$ cat src/source/clk_delay_pkg.sv
package clk_delay_pkg;

    // fixed-point formats, one time unit per lsb
    localparam int dt_width = 16;
    localparam int time_width = 32;

    // delay code as seen on the control port
    localparam int code_width = 9;

    // largest timestep that can be granted in one emulator cycle
    localparam logic [dt_width-1:0] dt_max = dt_width'((2 ** (dt_width - 1)) - 1);

    // jitter source, x^16 + x^14 + x^13 + x^11
    localparam int lfsr_width = 16;
    localparam logic [lfsr_width-1:0] lfsr_poly = 16'hB400;

    // fallback state, an all-zero lfsr never leaves zero
    localparam logic [lfsr_width-1:0] lfsr_seed_default = 16'h0001;

    // one step of the right-shifting galois lfsr
    function automatic logic [lfsr_width-1:0] lfsr_step(
        input logic [lfsr_width-1:0] state
    );
        logic [lfsr_width-1:0] shifted;
        shifted = state >> 1;
        if (state[0]) begin
            shifted = shifted ^ lfsr_poly;
        end
        return shifted;
    endfunction

    // seed from the low lfsr bits of a wider seed word
    function automatic logic [lfsr_width-1:0] lfsr_seed(
        input logic [31:0] seed
    );
        logic [lfsr_width-1:0] low;
        low = seed[lfsr_width-1:0];
        return (low == '0) ? lfsr_seed_default : low;
    endfunction

endpackage

$ cat src/source/timestep_ctrl.sv
`timescale 1ns/1ps

module timestep_ctrl (
    input  logic                                  emu_clk,
    input  logic                                  arst_n,
    input  logic [clk_delay_pkg::dt_width-1:0]    dt_req,
    input  logic [clk_delay_pkg::dt_width-1:0]    dt_req_dly,
    output logic [clk_delay_pkg::dt_width-1:0]    emu_dt,
    output logic [clk_delay_pkg::time_width-1:0]  emu_time,
    output logic [clk_delay_pkg::time_width-1:0]  next_time
);

    localparam int tw = clk_delay_pkg::time_width;

    logic [clk_delay_pkg::dt_width-1:0] dt_min_req;

    // grant the smallest request, then cap it
    always_comb begin
        dt_min_req = (dt_req < dt_req_dly) ? dt_req : dt_req_dly;
        if (dt_min_req < clk_delay_pkg::dt_max) begin
            emu_dt = dt_min_req;
        end else begin
            emu_dt = clk_delay_pkg::dt_max;
        end
    end

    // time at the end of the step being taken now
    assign next_time = emu_time + tw'(emu_dt);

    always_ff @(posedge emu_clk or negedge arst_n) begin
        if (!arst_n) begin
            emu_time <= '0;
        end else begin
            emu_time <= next_time;
        end
    end

    // with both requesters asking for a real step, a real step is granted
    step_granted: assert property (
        @(posedge emu_clk) disable iff (!arst_n)
        (dt_req != '0 && dt_req_dly != '0) |-> (emu_dt != '0)
    );

endmodule

$ cat src/source/jitter_gen.sv
`timescale 1ns/1ps

module jitter_gen (
    input  logic                                emu_clk,
    input  logic                                arst_n,
    input  logic [31:0]                         jitter_seed,
    input  logic [clk_delay_pkg::dt_width-1:0]  jitter_mask,
    input  logic                                edge_seen,
    output logic [clk_delay_pkg::dt_width-1:0]  jitter
);

    localparam int dw = clk_delay_pkg::dt_width;
    localparam int lw = clk_delay_pkg::lfsr_width;

    logic [lw-1:0] lfsr_q;
    logic [lw-1:0] lfsr_cur;
    logic          seeded;

    // until the first clock after reset the seed itself is the state
    assign lfsr_cur = seeded ? lfsr_q : clk_delay_pkg::lfsr_seed(jitter_seed);

    // bounded offset for the edge seen in this cycle
    assign jitter = dw'(lfsr_cur) & jitter_mask;

    always_ff @(posedge emu_clk or negedge arst_n) begin
        if (!arst_n) begin
            seeded <= 1'b0;
            lfsr_q <= clk_delay_pkg::lfsr_seed_default;
        end else begin
            seeded <= 1'b1;
            // one step per input edge, so each edge gets a fresh value
            if (edge_seen) begin
                lfsr_q <= clk_delay_pkg::lfsr_step(lfsr_cur);
            end else begin
                lfsr_q <= lfsr_cur;
            end
        end
    end

endmodule

$ cat src/source/edge_queue.sv
`timescale 1ns/1ps

module edge_queue #(
    parameter int queue_depth = 8
) (
    input  logic                                  emu_clk,
    input  logic                                  arst_n,
    input  logic                                  push,
    input  logic [clk_delay_pkg::time_width-1:0]  push_time,
    input  logic                                  pop,
    output logic [clk_delay_pkg::time_width-1:0]  head_time,
    output logic [clk_delay_pkg::time_width-1:0]  tail_time,
    output logic                                  empty,
    output logic                                  full
);

    localparam int tw = clk_delay_pkg::time_width;
    localparam int ptr_width = (queue_depth > 1) ? $clog2(queue_depth) : 1;
    localparam int cnt_width = $clog2(queue_depth + 1);

    logic [tw-1:0]        mem [queue_depth];
    logic [ptr_width-1:0] rd_ptr;
    logic [ptr_width-1:0] wr_ptr;
    logic [ptr_width-1:0] rd_ptr_inc;
    logic [ptr_width-1:0] wr_ptr_inc;
    logic [cnt_width-1:0] count;

    // pointers wrap at the depth, which need not be a power of two
    assign rd_ptr_inc = (rd_ptr == ptr_width'(queue_depth - 1)) ? '0 : rd_ptr + 1'b1;
    assign wr_ptr_inc = (wr_ptr == ptr_width'(queue_depth - 1)) ? '0 : wr_ptr + 1'b1;

    assign empty = (count == '0);
    assign full  = (count == cnt_width'(queue_depth));

    always_ff @(posedge emu_clk or negedge arst_n) begin
        if (!arst_n) begin
            rd_ptr <= '0;
            wr_ptr <= '0;
            count  <= '0;
        end else begin
            if (push) begin
                wr_ptr <= wr_ptr_inc;
            end
            if (pop) begin
                rd_ptr <= rd_ptr_inc;
            end
            count <= count + cnt_width'(push) - cnt_width'(pop);
        end
    end

    always_ff @(posedge emu_clk) begin
        if (push) begin
            mem[wr_ptr] <= push_time;
        end
    end

    // head and tail kept in registers so the scheduler sees no read path
    always_ff @(posedge emu_clk) begin
        if (push) begin
            tail_time <= push_time;
        end
        if (pop) begin
            if (count > cnt_width'(1)) begin
                head_time <= mem[rd_ptr_inc];
            end else if (push) begin
                head_time <= push_time;
            end
        end else if (empty && push) begin
            head_time <= push_time;
        end
    end

    // the scheduler drops edges instead of pushing into a full queue
    no_push_full: assert property (
        @(posedge emu_clk) disable iff (!arst_n)
        push |-> !full
    );

    no_pop_empty: assert property (
        @(posedge emu_clk) disable iff (!arst_n)
        pop |-> !empty
    );

    // deadlines leave in the order they came in
    push_rising: assert property (
        @(posedge emu_clk) disable iff (!arst_n)
        (push && !empty) |-> (push_time > tail_time)
    );

endmodule

$ cat src/source/edge_sched_fsm.sv
`timescale 1ns/1ps

module edge_sched_fsm #(
    parameter int delay_lsb = 4
) (
    input  logic                                  emu_clk,
    input  logic                                  arst_n,
    input  logic [clk_delay_pkg::code_width-1:0]  code,
    input  logic                                  clk_i_val,
    input  logic [clk_delay_pkg::time_width-1:0]  emu_time,
    input  logic [clk_delay_pkg::time_width-1:0]  next_time,
    input  logic [clk_delay_pkg::dt_width-1:0]    jitter,
    input  logic [clk_delay_pkg::time_width-1:0]  head_time,
    input  logic [clk_delay_pkg::time_width-1:0]  tail_time,
    input  logic                                  empty,
    input  logic                                  full,
    output logic                                  edge_seen,
    output logic [clk_delay_pkg::dt_width-1:0]    dt_req_dly,
    output logic                                  push,
    output logic [clk_delay_pkg::time_width-1:0]  push_time,
    output logic                                  pop,
    output logic                                  clk_o_val,
    output logic                                  overflow
);

    localparam int tw = clk_delay_pkg::time_width;
    localparam int dw = clk_delay_pkg::dt_width;

    typedef enum logic [1:0] {
        st_idle,
        st_pending,
        st_overflowed
    } state_t;

    state_t        state;
    state_t        state_next;
    logic          clk_i_q;
    logic [tw-1:0] cand_raw;
    logic [tw-1:0] cand_floor;
    logic [tw-1:0] cand_time;
    logic [tw-1:0] near_time;
    logic [tw-1:0] gap;
    logic          near_valid;
    logic          bypass;
    logic          drop;

    assign edge_seen = clk_i_val ^ clk_i_q;

    // nominal deadline, code steps of delay_lsb plus jitter
    assign cand_raw = emu_time + tw'(code) * tw'(delay_lsb) + tw'(jitter);

    // not in the past, and behind anything already queued
    always_comb begin
        cand_floor = emu_time + tw'(1);
        if (!empty && (tail_time + tw'(1)) > cand_floor) begin
            cand_floor = tail_time + tw'(1);
        end
        cand_time = (cand_raw < cand_floor) ? cand_floor : cand_raw;
    end

    // pop and bypass never coincide, a queued head always comes first
    assign pop       = !empty && (next_time == head_time);
    assign bypass    = edge_seen && (next_time == cand_time);
    assign push      = edge_seen && !bypass && !full;
    assign drop      = edge_seen && !bypass && full;
    assign push_time = cand_time;
    assign overflow  = (state == st_overflowed);

    // ask for a step that lands exactly on the nearest deadline
    always_comb begin
        near_valid = 1'b1;
        near_time  = emu_time;
        if (!empty && edge_seen) begin
            near_time = (head_time < cand_time) ? head_time : cand_time;
        end else if (!empty) begin
            near_time = head_time;
        end else if (edge_seen) begin
            near_time = cand_time;
        end else begin
            near_valid = 1'b0;
        end
        gap = near_time - emu_time;
        if (!near_valid || gap > tw'(clk_delay_pkg::dt_max)) begin
            dt_req_dly = clk_delay_pkg::dt_max;
        end else begin
            dt_req_dly = gap[dw-1:0];
        end
    end

    always_comb begin
        state_next = state;
        case (state)
            st_idle: begin
                if (drop) begin
                    state_next = st_overflowed;
                end else if (push) begin
                    state_next = st_pending;
                end
            end
            st_pending: begin
                if (drop) begin
                    state_next = st_overflowed;
                end else if (empty && !push) begin
                    state_next = st_idle;
                end
            end
            // sticky until reset
            st_overflowed: state_next = st_overflowed;
            default: state_next = st_idle;
        endcase
    end

    always_ff @(posedge emu_clk or negedge arst_n) begin
        if (!arst_n) begin
            state     <= st_idle;
            clk_i_q   <= 1'b0;
            clk_o_val <= 1'b0;
        end else begin
            state   <= state_next;
            clk_i_q <= clk_i_val;
            if (pop || bypass) begin
                clk_o_val <= ~clk_o_val;
            end
        end
    end

    // the granted step may land on the head deadline but never beyond it
    head_not_passed: assert property (
        @(posedge emu_clk) disable iff (!arst_n)
        !empty |-> (next_time <= head_time)
    );

endmodule

$ cat src/source/clk_delay_top.sv
`timescale 1ns/1ps

module clk_delay_top #(
    parameter int delay_lsb   = 4,
    parameter int queue_depth = 8
) (
    input  logic                                  emu_clk,
    input  logic                                  arst_n,
    input  logic [clk_delay_pkg::code_width-1:0]  code,
    input  logic                                  clk_i_val,
    input  logic [clk_delay_pkg::dt_width-1:0]    dt_req,
    input  logic [31:0]                           jitter_seed,
    input  logic [clk_delay_pkg::dt_width-1:0]    jitter_mask,
    output logic                                  clk_o_val,
    output logic [clk_delay_pkg::dt_width-1:0]    emu_dt,
    output logic [clk_delay_pkg::time_width-1:0]  emu_time,
    output logic                                  overflow
);

    logic [clk_delay_pkg::dt_width-1:0]   dt_req_dly;
    logic [clk_delay_pkg::time_width-1:0] next_time;
    logic [clk_delay_pkg::dt_width-1:0]   jitter;
    logic                                 edge_seen;
    logic                                 push;
    logic                                 pop;
    logic [clk_delay_pkg::time_width-1:0] push_time;
    logic [clk_delay_pkg::time_width-1:0] head_time;
    logic [clk_delay_pkg::time_width-1:0] tail_time;
    logic                                 empty;
    logic                                 full;

    // step arbitration between the outside world and the delay line
    timestep_ctrl timestep_ctrl_i (
        .emu_clk    (emu_clk),
        .arst_n     (arst_n),
        .dt_req     (dt_req),
        .dt_req_dly (dt_req_dly),
        .emu_dt     (emu_dt),
        .emu_time   (emu_time),
        .next_time  (next_time)
    );

    jitter_gen jitter_gen_i (
        .emu_clk     (emu_clk),
        .arst_n      (arst_n),
        .jitter_seed (jitter_seed),
        .jitter_mask (jitter_mask),
        .edge_seen   (edge_seen),
        .jitter      (jitter)
    );

    // pending output edges, oldest at the head
    edge_queue #(
        .queue_depth (queue_depth)
    ) edge_queue_i (
        .emu_clk   (emu_clk),
        .arst_n    (arst_n),
        .push      (push),
        .push_time (push_time),
        .pop       (pop),
        .head_time (head_time),
        .tail_time (tail_time),
        .empty     (empty),
        .full      (full)
    );

    edge_sched_fsm #(
        .delay_lsb (delay_lsb)
    ) edge_sched_fsm_i (
        .emu_clk    (emu_clk),
        .arst_n     (arst_n),
        .code       (code),
        .clk_i_val  (clk_i_val),
        .emu_time   (emu_time),
        .next_time  (next_time),
        .jitter     (jitter),
        .head_time  (head_time),
        .tail_time  (tail_time),
        .empty      (empty),
        .full       (full),
        .edge_seen  (edge_seen),
        .dt_req_dly (dt_req_dly),
        .push       (push),
        .push_time  (push_time),
        .pop        (pop),
        .clk_o_val  (clk_o_val),
        .overflow   (overflow)
    );

endmodule

$ cat config.mk
export PLATFORM = sky130hd
export DESIGN_NAME = clk_delay_top
export DESIGN_NICKNAME = d
export VERILOG_FILES = /design/src/source/clk_delay_pkg.sv /design/src/source/timestep_ctrl.sv /design/src/source/jitter_gen.sv /design/src/source/edge_queue.sv /design/src/source/edge_sched_fsm.sv /design/src/source/clk_delay_top.sv
export SDC_FILE = /design/constraint.sdc
export NUM_CORES = 1
export LEC_CHECK = 0
export BUFFER_PORTS_ARGS = -buffer_cell sky130_fd_sc_hd__buf_4
export CAP_MARGIN = 20
export CORE_ASPECT_RATIO = 0.75
export CORE_MARGIN = 1
export CORE_UTILIZATION = 41
export CTS_CLUSTER_SIZE = 16
export DETAILED_ROUTE_END_ITERATION = 8
export HOLD_SLACK_MARGIN = 0.03
export PLACE_DENSITY = 0.62
export SETUP_SLACK_MARGIN = 0.4
export SLEW_MARGIN = 20
export SYNTH_ARGS = -nofsm -noshare
export SYNTH_HDL_FRONTEND = slang
export SYNTH_HIERARCHICAL = 1
export SYNTH_SLANG_ARGS = --single-unit
$ cat constraint.sdc
create_clock -name emu_clk -period 22.1 [get_ports emu_clk]
set_input_delay 4.42 -clock emu_clk [delete_from_list [all_inputs] [get_ports emu_clk]]
set_output_delay 4.42 -clock emu_clk [all_outputs]
set_load 0.05 [all_outputs]
Word-level counts from Yosys, hierarchy flattened
Memory sizes are Yosys's and may differ from the RTL's.
Cells that the tools add are included.
{"block": "word_totals", "ff_bits": 127, "ram_bits": 256, "output_inout_bits": 50, "inputBits": 76, "n_memories": 1}
{"name": "edge_queue_i.mem", "words": 8, "width": 32, "read_ports": 1, "rd_ports_with_merged_regs": 0, "wr": 1, "line_no": "edge_queue.sv:21", "rtl": "logic [tw-1:0] mem [queue_depth];"}
{"block": "op_classes", "n_addsub": 10, "n_mux": 29, "n_lt_le_gt_ge": 7, "n_reduce_logical": 22, "n_eq_ne": 10, "bitwise_logic": 4}
{"op": "$mux 32", "n": 10}
{"op": "$mux 16", "n": 7}
{"op": "$add 32x1->32 const B", "n": 2}
{"op": "$add 32x16->32", "n": 2}
{"op": "$eq 32x32->1", "n": 2}
{"op": "$lt 32x32->1", "n": 2}
{"op": "$add 32x11->32", "n": 1}
{"op": "$gt 32x15->1 const B", "n": 1}
{"op": "$gt 32x32->1", "n": 1}
{"op": "$sub 32x32->32", "n": 1}
{"op": "$and 16x16->16", "n": 1}
{"op": "$logic_not 16->1", "n": 1}
{"op": "$lt 16x15->1 const B", "n": 1}
{"op": "$lt 16x16->1", "n": 1}
{"op": "$logic_and 1x1->1", "n": 9}
{"op": "$mux 2", "n": 4}
{"op": "$add 3x1->3 const B", "n": 2}
{"op": "$eq 3x3->1 const B", "n": 2}
{"op": "$mux 3", "n": 2}
{"op": "$ne 3x2->1 const B", "n": 2}
{"op": "$pmux 2 s3", "n": 1}
{"op": "$logic_not 1->1", "n": 5}
{"op": "$mux 1", "n": 5}
{"op": "$add 4x1->4", "n": 1}
{"op": "other kinds (14)", "n": 16}

Logic depth before layout (Yosys ltp)
Gate-level depths: netlist of run 1.
{"block": "depth", "depth_word": 29, "mapped_depth": 101, "mapped_depth_nobuf": 91}

Modules after synthesis
The synthesis of run 1 kept the hierarchy.
{"mod": "edge_queue", "area_per_inst_um2": 12829.8, "seq_area_each_um2": 9859.5, "instances": 1, "cells_per_inst": 749}
{"mod": "edge_sched_fsm", "area_per_inst_um2": 9566.7, "seq_area_each_um2": 100.1, "instances": 1, "cells_per_inst": 1381}
{"mod": "timestep_ctrl", "area_per_inst_um2": 2572.5, "seq_area_each_um2": 800.8, "instances": 1, "cells_per_inst": 274}
{"mod": "jitter_gen", "area_per_inst_um2": 987.2, "seq_area_each_um2": 426.7, "instances": 1, "cells_per_inst": 94}

Worst setup path after synthesis of run 1
OpenSTA, ideal clock, no wires.
{"block": "synth_path", "path_type": "input port to flip-flop", "start": "input jitter_seed[0]", "end": "memory edge_queue_i/mem[4][0] (netlist name) (enable)", "setup_slack_ns": -4.400, "required_time_ns": 21.639, "path_stages": 90, "arrival_time_ns": 26.039, "path_cell_list": "or2_1 a41o_2 and3_1 ha_1 ha_1 fa_1 a21o_1 a21oi_1 o21bai_1 a21oi_1 o21bai_1 a211oi_1 nor2_1 xnor2_1 ha_1 a21o_1 a21o_1 a21oi_1 (+54 left out) a2bb2oi_1 ha_1 o21ai_0 nor4_4 nor4_2 o31a_4 nand2b_4 xnor2_1 inv_1 or4_1 o2111ai_1 nor4bb_1 and4b_1 nand4_1 o21ai_2 nor2_1 nand2_1 nor3_1"}
{"block": "synth_between", "elab_chain_cells": 26, "word_cells_on_any_way": 28, "cone_classes": "add/sub (3); order compare (5); eq/ne (1); mux (12); bitwise (1); reduce/logical (6)"}
{"item": "start, declared", "line_no": "clk_delay_top.sv:12", "rtl": "input logic [31:0] jitter_seed,"}
{"item": "$logic_not 16->1", "line_no": "clk_delay_pkg.sv:38", "rtl": "return (low == '0) ? lfsr_seed_default : low;"}
{"item": "$mux 16 *", "line_no": "clk_delay_pkg.sv:38"}
{"item": "$mux 16 *", "line_no": "jitter_gen.sv:20", "rtl": "assign lfsr_cur = seeded ? lfsr_q : clk_delay_pkg::lfsr_seed(jitter_seed);"}
{"item": "$and 16x16->16 *", "line_no": "jitter_gen.sv:23", "rtl": "assign jitter = dw'(lfsr_cur) & jitter_mask;"}
{"item": "via jitter (one bit)", "line_no": "clk_delay_top.sv:22", "rtl": "logic [clk_delay_pkg::dt_width-1:0] jitter;"}
{"item": "$add 32x16->32 *", "line_no": "edge_sched_fsm.sv:50", "rtl": "assign cand_raw = emu_time + tw'(code) * tw'(delay_lsb) + tw'(jitter);"}
{"item": "$lt 32x32->1", "line_no": "edge_sched_fsm.sv:58", "rtl": "cand_time = (cand_raw < cand_floor) ? cand_floor : cand_raw;"}
{"item": "$mux 32 *", "line_no": "edge_sched_fsm.sv:58"}
{"item": "via push_time (one bit)", "line_no": "clk_delay_top.sv:26", "rtl": "logic [clk_delay_pkg::time_width-1:0] push_time;"}
{"item": "(+7 left out)"}
{"item": "via dt_req_dly (one bit)", "line_no": "clk_delay_top.sv:20", "rtl": "logic [clk_delay_pkg::dt_width-1:0] dt_req_dly;"}
{"item": "(+4 left out)"}
{"item": "via emu_dt (one bit)", "line_no": "clk_delay_top.sv:15", "rtl": "output logic [clk_delay_pkg::dt_width-1:0] emu_dt,"}
{"item": "(+1 left out)"}
{"item": "via next_time (one bit)", "line_no": "clk_delay_top.sv:21", "rtl": "logic [clk_delay_pkg::time_width-1:0] next_time;"}
{"item": "$eq 32x32->1 *", "line_no": "edge_sched_fsm.sv:63", "rtl": "assign bypass = edge_seen && (next_time == cand_time);"}
{"item": "$logic_and 1x1->1 *", "line_no": "edge_sched_fsm.sv:63"}
{"item": "$logic_not 1->1 *", "line_no": "edge_sched_fsm.sv:64", "rtl": "assign push = edge_seen && !bypass && !full;"}
{"item": "$logic_and 1x1->1 * (2 in series)", "line_no": "edge_sched_fsm.sv:64"}
{"item": "via push", "line_no": "clk_delay_top.sv:24", "rtl": "logic push;"}
{"item": "$mux 1 *", "line_no": "edge_queue.sv:52", "rtl": "if (push) begin"}
{"item": "$mux 1 (not written as such) *", "line_no": "edge_queue.sv:53", "rtl": "mem[wr_ptr] <= push_time;"}
{"item": "end, declared", "line_no": "edge_queue.sv:21"}
Mark *: on every way through the listed nets, which the timed path passes. The rest lies on a longest branch.

Final worst setup path of run 1
{"block": "layout_path", "start": "input jitter_seed[0]", "end": "output emu_dt[11] (netlist name)"}
{"block": "layout_between", "elab_chain_cells": 18, "word_cells_on_any_way": 20, "cone_classes": "add/sub (2); order compare (5); mux (10); bitwise (1); reduce/logical (2)"}
{"item": "$logic_not 16->1", "line_no": "clk_delay_pkg.sv:38"}
{"item": "$mux 16 *", "line_no": "clk_delay_pkg.sv:38"}
{"item": "$mux 16 *", "line_no": "jitter_gen.sv:20"}
{"item": "$and 16x16->16 *", "line_no": "jitter_gen.sv:23"}
{"item": "via jitter (one bit)", "line_no": "clk_delay_top.sv:22"}
{"item": "$add 32x16->32 *", "line_no": "edge_sched_fsm.sv:50"}
{"item": "$lt 32x32->1", "line_no": "edge_sched_fsm.sv:58"}
{"item": "$mux 32 *", "line_no": "edge_sched_fsm.sv:58"}
{"item": "(+4 left out)"}
{"item": "$gt 32x15->1", "line_no": "edge_sched_fsm.sv:83", "rtl": "if (!near_valid || gap > tw'(clk_delay_pkg::dt_max)) begin"}
{"item": "$logic_or 1x1->1", "line_no": "edge_sched_fsm.sv:83"}
{"item": "$mux 16 *", "line_no": "edge_sched_fsm.sv:83"}
{"item": "via dt_req_dly (one bit)", "line_no": "clk_delay_top.sv:20"}
{"item": "$lt 16x16->1", "line_no": "timestep_ctrl.sv:19", "rtl": "dt_min_req = (dt_req < dt_req_dly) ? dt_req : dt_req_dly;"}
{"item": "$mux 16 *", "line_no": "timestep_ctrl.sv:19"}
{"item": "$lt 16x15->1", "line_no": "timestep_ctrl.sv:20", "rtl": "if (dt_min_req < clk_delay_pkg::dt_max) begin"}
{"item": "$mux 16 *", "line_no": "timestep_ctrl.sv:20"}
{"item": "end, declared", "line_no": "clk_delay_top.sv:15"}
Marked as above.

==> results.json, run 1 <==
{
  "synth_adder_area_share": 0.1011,
  "mapped_avg_cell_area_um2": 10.39,
  "synth.top_cell.area_share": 0.3702,
  "worst-slew-pin-transition_ps": 1091,
  "hold_violations": 0,
  "mostFrequentLayoutCell": "sky130_fd_sc_hd__buf_4",
  "type_of_origin_of_the_critical_path": "primary input",
  "number_of_design_rule_violations_left_by_the_first_detailed_router_iteration": 2253,
  "max_slew_margin": 0.2728,
  "synth_ff_type": "sky130_fd_sc_hd__edfxtp_1",
  "drc_errors": 0,
  "die_area_um2": 64330,
  "timing.critical_path.to_type": "primary output",
  "layout_min_cycle_time_ps": 22320,
  "dr_total_vias": 22900,
  "place_area_um2": 31300,
  "global_route.usage.total": 0.2747,
  "period_share": 1.010,
  "wl_um": 94220,
  "cts.sink_count": 383,
  "violated_checks": "negative setup slack",
  "die_w_um": 292.5,
  "timing.fmax_mhz": 44.81,
  "synthXorXnorAreaFrac": 0.06242,
  "run_status": "finished with violations",
  "final_cell_area_um2": 35330,
  "die-height_um": 219.9,
  "postSynthRegisterBits": 383,
  "vias_per_cell": 5.783,
  "path_depth": 67,
  "globalRouteOverflowTotal": 0,
  "cp_max_fo": 8,
  "synth-edff-count": 320,
  "path_class": "in -> out",
  "min_path_cells": 1,
  "cell_family_contributing_the_most_delay_on_the_critical_path": "compound AO/OA/AOI/OAI gates",
  "timing.reg2reg.worst_path_depth": 91,
  "crit-reg2reg-capture": "edge_queue_i/count[1]$_DFF_PN0_",
  "final_report_max_slew_violation_count": 0,
  "cts-root-to-sink-buffers": 3,
  "synth_largest_area_cell": "sky130_fd_sc_hd__edfxtp_1",
  "cts-root-buf": "sky130_fd_sc_hd__clkbuf_16",
  "vias_in_the_first_global_route": 21650,
  "worst-endpoint-arrival_ps": 17900,
  "multiInputGateArea_um2": 15300,
  "synth_cell_type_count": 105,
  "whs_ps": 485.3,
  "fin_worst_skew_ps": 33.09,
  "post_route_cells_drive_above_1_share": 0.3378,
  "critPathMostFrequentCell": "sky130_fd_sc_hd__buf_6",
  "critical_path.slowest_cell": "sky130_fd_sc_hd__or4_4",
  "tritoncts": "built",
  "final_net_count": 3399,
  "num_antenna_cells": 0,
  "critical_path_required_ps": 17680,
  "synth_top_family_by_area": "compound AO/OA/AOI/OAI gates",
  "boundaryPins": 126,
  "layout.cells.most_common_list": "sky130_fd_sc_hd__buf_4 (575), sky130_fd_sc_hd__edfxtp_1 (320), sky130_fd_sc_hd__nand2_1 (272), sky130_fd_sc_hd__ha_1 (166), sky130_fd_sc_hd__nor2_1 (138)",
  "synth.cell_area_um2": 25960,
  "clock_latency_ps": 600,
  "postRouteAntennaNets": 0,
  "grt_start_max_net_pins": 75,
  "initial_utilization": 0.4168,
  "gp_congestion": 0.9756,
  "synthCells": 2498,
  "slowest_delay_ps": 550,
  "cts_inserted_buffers": 42,
  "rsz0062_at_grt": "true",
  "top_cells_by_area_synth": "sky130_fd_sc_hd__edfxtp_1 (37%), sky130_fd_sc_hd__ha_1 (9.1%), sky130_fd_sc_hd__dfrtp_1 (6.0%), sky130_fd_sc_hd__nand2_1 (4.2%), sky130_fd_sc_hd__xnor2_1 (4.1%)",
  "synth_area_in_compound_gates": 0.1692,
  "buffer_ports.inserted": 108,
  "report.final.setup_viol": 15,
  "timing.critical_path.to": "emu_dt[11]",
  "min_path_type": "reg -> reg",
  "grt_first_pass_wirelength_um": 133000,
  "max-cap-violations": 0,
  "synthMuxAreaShare": 0.04406,
  "r2r_setup_slack_ps": 1270,
  "dp.final_hpwl_um": 66060,
  "avgRoutedWirePerCell_um": 23.79,
  "ys_seq_area_frac": 0.4310,
  "ff_latch_area_um2": 11190,
  "critical_path.n_buffers_inverters": 16,
  "timing.critical_path.from": "jitter_seed[0]",
  "r2r-start": "timestep_ctrl_i/emu_time[1]$_DFF_PN0_",
  "postSynth.asyncResetShare": 0.1645,
  "first_pass_iteration_count_of_the_detailed_router": 5,
  "area_delta_synth_final_pct": 36.11,
  "synthesis.yosys.warnings": 6,
  "num_rows": 79,
  "antenna_found_initial": 5,
  "design.core.area_um2": 62270,
  "worst_setup_slack_after_layout_ps": -216.2,
  "cts_hold_repair.buffers": 0,
  "synth_simple_gate_area_share": 0.1465,
  "worst_setup_hold_path_clk_slew_ps": 50,
  "h-tree-depth": 2,
  "filler_cells_inserted": 5316
}
per-stage QoR:
stage	setup slack [ps]	TNS (ps)	util	cells
floorplan	268.6	0	-	2499
global placement	-987.1	-340910	0.5026	3775
detailed placement	-1082	-369640	0.5026	3775
CTS	90.84	0	0.5374	3888
global route	-692.7	-93660	0.5673	3960
finish	-216.2	-2763	0.5673	3960
how the worst min path moves through the flow:
| stage | from | end | slack [ps] |
|---|---|---|---|
| after floorplan | edge_queue_i/rd_ptr[1]$_DFFE_PN0P_ | edge_queue_i/rd_ptr[1]$_DFFE_PN0P_ | 480 |
| after global placement | edge_sched_fsm_i/clk_o_val$_DFFE_PN0P_ | edge_sched_fsm_i/clk_o_val$_DFFE_PN0P_ | 460 |
| after detailed placement | edge_sched_fsm_i/clk_o_val$_DFFE_PN0P_ | edge_sched_fsm_i/clk_o_val$_DFFE_PN0P_ | 470 |
| after CTS | edge_sched_fsm_i/clk_o_val$_DFFE_PN0P_ | edge_sched_fsm_i/clk_o_val$_DFFE_PN0P_ | 480 |
| after global routing | edge_sched_fsm_i/clk_o_val$_DFFE_PN0P_ | edge_sched_fsm_i/clk_o_val$_DFFE_PN0P_ | 490 |
| final | edge_sched_fsm_i/clk_o_val$_DFFE_PN0P_ | edge_sched_fsm_i/clk_o_val$_DFFE_PN0P_ | 490 |
registers in the layout, indices dropped and copies added (netlist names), 2 cells and up, named ones only:
signal and cells:
edge_queue_i/mem 256, edge_queue_i/head_time 32, edge_queue_i/tail_time 32, timestep_ctrl_i/emu_time 32, jitter_gen_i/lfsr_q 13, edge_queue_i/count 4, edge_queue_i/rd_ptr 3, edge_queue_i/wr_ptr 3
edge_sched_fsm_i/state 2
routing by layer:
metal	share of wire	vias up	GRT usage
li1	-	10570	-
met1	0.45	11250	0.3904
met2	0.43	948	0.4215
met3	0.099	131	0.05830
met4	0.020	6	0.07033
met5	0.0021	-	0.01982
final cells by class:
type | instances | share of cell area
flip-flops and latches | 383 | 0.3167
clock inverters | 20 | 0.006481
inverters | 148 | 0.01572
clock buffers | 53 | 0.03092
multi-input cells | 1870 | 0.4332
well taps | 810 | 0.02869
repair buffers | 676 | 0.1684
cell families after synthesis:
| family | count (synthesis) |
|---|---|
| other | 3 |
| adder cells (fa/ha/maj) | 202 |
| buffers and inverters | 247 |
| AND/OR/NAND/NOR | 771 |
| multiplexers | 111 |
| flip-flops | 383 |
| XOR/XNOR | 185 |
| AO/OA/AOI/OAI | 596 |
Yosys cell counts, types with 9 or more instances:
library cell / number
sky130_fd_sc_hd__a211oi_1: 26
sky130_fd_sc_hd__a21o_1: 55
sky130_fd_sc_hd__a21oi_1: 102
sky130_fd_sc_hd__a32o_1: 64
sky130_fd_sc_hd__and2_1: 27
sky130_fd_sc_hd__and3_1: 19
sky130_fd_sc_hd__and4_1: 11
sky130_fd_sc_hd__buf_2: 20
sky130_fd_sc_hd__buf_4: 10
sky130_fd_sc_hd__clkbuf_1: 50
sky130_fd_sc_hd__dfrtp_1: 62
sky130_fd_sc_hd__edfxtp_1: 320
sky130_fd_sc_hd__fa_1: 13
sky130_fd_sc_hd__ha_1: 189
sky130_fd_sc_hd__inv_1: 146
sky130_fd_sc_hd__mux2_2: 14
sky130_fd_sc_hd__mux2i_1: 93
sky130_fd_sc_hd__nand2_1: 288
sky130_fd_sc_hd__nand2b_1: 26
sky130_fd_sc_hd__nand3_1: 47
sky130_fd_sc_hd__nand4_1: 46
sky130_fd_sc_hd__nor2_1: 160
sky130_fd_sc_hd__nor2b_1: 20
sky130_fd_sc_hd__nor3_1: 33
sky130_fd_sc_hd__nor4_1: 23
sky130_fd_sc_hd__o2111ai_1: 11
sky130_fd_sc_hd__o211ai_1: 12
sky130_fd_sc_hd__o21a_1: 18
sky130_fd_sc_hd__o21ai_0: 114
sky130_fd_sc_hd__o21ai_1: 18
sky130_fd_sc_hd__o21bai_1: 10
sky130_fd_sc_hd__o221a_2: 10
sky130_fd_sc_hd__o22a_1: 13
sky130_fd_sc_hd__o22ai_1: 9
sky130_fd_sc_hd__o31ai_1: 26
sky130_fd_sc_hd__o31ai_2: 28
sky130_fd_sc_hd__or3_1: 19
sky130_fd_sc_hd__xnor2_1: 121
sky130_fd_sc_hd__xor2_1: 64
worst register-to-register path: cells and delay by family, from the launching register on:
kind	cells	cell delay [ps]
fa+ha+maj	10	2900
flops	1	680
simple gates	29	7140
xor+xnor	3	540
compound gates	25	6170
buf+inv	24	3300
what timing repair did:
item                       in CTS  in global routing
gates cloned                    3                 24
buffers inserted               37                 48
pin swaps                      69                 81
gates resized for setup       115                194
setup endpoints to repair     380                380
Power of run 1 is left out: the tool's default activity adds up to more than one toggle a clock period on the data nets, which glitch-free logic cannot reach.
==> inputs of run 2 (changes only) <==
--- a/config.mk
+++ b/config.mk
@@ -8,12 +8,12 @@
 export BUFFER_PORTS_ARGS = -buffer_cell sky130_fd_sc_hd__buf_4
 export CAP_MARGIN = 20
 export CORE_ASPECT_RATIO = 0.75
-export CORE_MARGIN = 1
-export CORE_UTILIZATION = 41
+export CORE_MARGIN = 8
+export CORE_UTILIZATION = 50
 export CTS_CLUSTER_SIZE = 16
 export DETAILED_ROUTE_END_ITERATION = 8
 export HOLD_SLACK_MARGIN = 0.03
-export PLACE_DENSITY = 0.62
+export PLACE_DENSITY = 0.7
 export SETUP_SLACK_MARGIN = 0.4
 export SLEW_MARGIN = 20
 export SYNTH_ARGS = -nofsm -noshare
==> constraint.sdc (replaced) <==
create_clock -name emu_clk -period 25.9 [get_ports emu_clk]
set_input_delay 5.18 -clock emu_clk [delete_from_list [all_inputs] [get_ports emu_clk]]
set_output_delay 5.18 -clock emu_clk [all_outputs]
set_load 0.05 [all_outputs]
==> results.json, run 2 (synthesis gave the netlist of run 1 again) <==
{
  "run_status": "finished clean",
  "boundaryPins": 126,
  "dr_total_vias": 21470,
  "area_delta_synth_final_pct": 18.22,
  "num_rows": 72,
  "clock_latency_ps": 580,
  "cts_inserted_buffers": 41,
  "timing.critical_path.to_type": "primary output",
  "num_antenna_cells": 0,
  "path_class": "in -> out",
  "critical_path_required_ps": 20720,
  "critical_path.slowest_cell": "sky130_fd_sc_hd__or4_1",
  "critPathMostFrequentCell": "sky130_fd_sc_hd__a21o_1",
  "period_share": 0.9656,
  "type_of_origin_of_the_critical_path": "primary input",
  "die-height_um": 213.3,
  "cell_family_contributing_the_most_delay_on_the_critical_path": "compound AO/OA/AOI/OAI gates",
  "rsz0062_at_grt": "false",
  "max_slew_margin": 0.3516,
  "mostFrequentLayoutCell": "sky130_fd_sc_hd__edfxtp_1",
  "cts-root-buf": "sky130_fd_sc_hd__clkbuf_16",
  "layout.cells.most_common_list": "sky130_fd_sc_hd__edfxtp_1 (320), sky130_fd_sc_hd__buf_4 (305), sky130_fd_sc_hd__nand2_1 (287), sky130_fd_sc_hd__ha_1 (189), sky130_fd_sc_hd__nor2_1 (149)",
  "antenna_found_initial": 0,
  "min_path_type": "reg -> reg",
  "vias_per_cell": 6.107,
  "dp.final_hpwl_um": 63220,
  "post_route_cells_drive_above_1_share": 0.1937,
  "cp_max_fo": 12,
  "cts.sink_count": 383,
  "worst_setup_hold_path_clk_slew_ps": 60,
  "fin_worst_skew_ps": 31.54,
  "grt_first_pass_wirelength_um": 124000,
  "layout_min_cycle_time_ps": 25010,
  "avgRoutedWirePerCell_um": 23.71,
  "tns_ps": 0,
  "tritoncts": "built",
  "grt_start_max_net_pins": 64,
  "h-tree-depth": 2,
  "drc_errors": 0,
  "worst-slew-pin-transition_ps": 972.6,
  "final_net_count": 3062,
  "critical_path.n_buffers_inverters": 11,
  "cts-root-to-sink-buffers": 3,
  "number_of_design_rule_violations_left_by_the_first_detailed_router_iteration": 1988,
  "postRouteAntennaNets": 0,
  "cts_hold_repair.buffers": 0,
  "whs_ps": 518.8,
  "wl_um": 83350,
  "max-cap-violations": 0,
  "report.final.setup_viol": 0,
  "die_w_um": 279.1,
  "vias_in_the_first_global_route": 20360,
  "globalRouteOverflowTotal": 0,
  "worst-endpoint-arrival_ps": 19830,
  "design.core.area_um2": 51440,
  "global_route.usage.total": 0.2717,
  "die_area_um2": 59540,
  "slowest_delay_ps": 560,
  "final_report_max_slew_violation_count": 0,
  "gp_congestion": 0.9686,
  "timing.fmax_mhz": 39.99,
  "top_register": "edge_queue_i/mem",
  "initial_utilization": 0.5046,
  "largest_register_ff_count": 256,
  "buffer_ports.inserted": 108,
  "hold_violations": 0,
  "first_pass_iteration_count_of_the_detailed_router": 7
}
## run 2: cell types whose count changed in the layout (fill, tap and decap cells not counted), moves of 20 or more
| cell | delta |
|---|---|
| sky130_fd_sc_hd__buf_4 | -270 |
| sky130_fd_sc_hd__buf_6 | -37 |
| sky130_fd_sc_hd__ha_1 | +23 |
| sky130_fd_sc_hd__ha_4 | -22 |
| sky130_fd_sc_hd__o21ai_0 | +21 |
| sky130_fd_sc_hd__a21oi_1 | +20 |
## run 2: final timing paths
| path | startpoint | end | slack [ps] | cells past startpoint |
|---|---|---|---|---|
| setup / recovery | jitter_seed[0] | emu_dt[14] | 890 | 71 |
| hold / removal | edge_queue_i/rd_ptr[1]$_DFFE_PN0P_ | edge_queue_i/rd_ptr[1]$_DFFE_PN0P_ | 520 | 1 |
| setup reg to reg | timestep_ctrl_i/emu_time[0]$_DFF_PN0_ | edge_queue_i/head_time[16]$_DFFE_PP_ | 4250 | 87 |
| hold reg to reg | edge_queue_i/rd_ptr[1]$_DFFE_PN0P_ | edge_queue_i/rd_ptr[1]$_DFFE_PN0P_ | 520 | 1 |
| max in group asynchronous | arst_n | timestep_ctrl_i/emu_time[5]$_DFF_PN0_ | 20500 | 1 |
| min in group asynchronous | arst_n | timestep_ctrl_i/emu_time[28]$_DFF_PN0_ | 4710 | 1 |
## run 2: final cells by class
cell class                      count  area, µm²
Clock buffer                       53       1155
Clock inverter                     19      158.9
Fill cell                        4274      20750
Inverter                          148      555.5
Multi-Input combinational cell   1870      13850
Sequential cell                   383      11190
Tap cell                          703      879.6
Timing Repair Buffer              340       2902
## run 2: per-stage QoR
step	setup slack, ps	cell area, µm²	std cells	utilization
floorplan	185.0	25970	2499	-
global placement	379.1	29120	3439	0.5662
detailed placement	239.5	29120	3439	0.5662
CTS	403.6	30480	3514	0.5925
global route	336.2	30680	3516	0.5965
finish	891.7	30680	3516	0.5965
## run 2: timing repair
item                       4_1_cts  5_1_grt
pin swaps                        1        7
setup buffers                    2        1
setup endpoints to repair       15      338
resized for setup                1       48
gates cloned                     1        0
## run 2: routing by layer
metal  part of all wire  global-route usage  vias to the layer above  wire, µm
li1                   -                   -                     9887         -
met1               0.44              0.3831                    10550     37050
met2               0.45              0.4290                      906     37190
met3              0.085             0.05001                      130      7075
met4              0.024             0.07379                        0      2036
met5                  0                   0                        -         0
Power of run 2 is left out for the same reason.
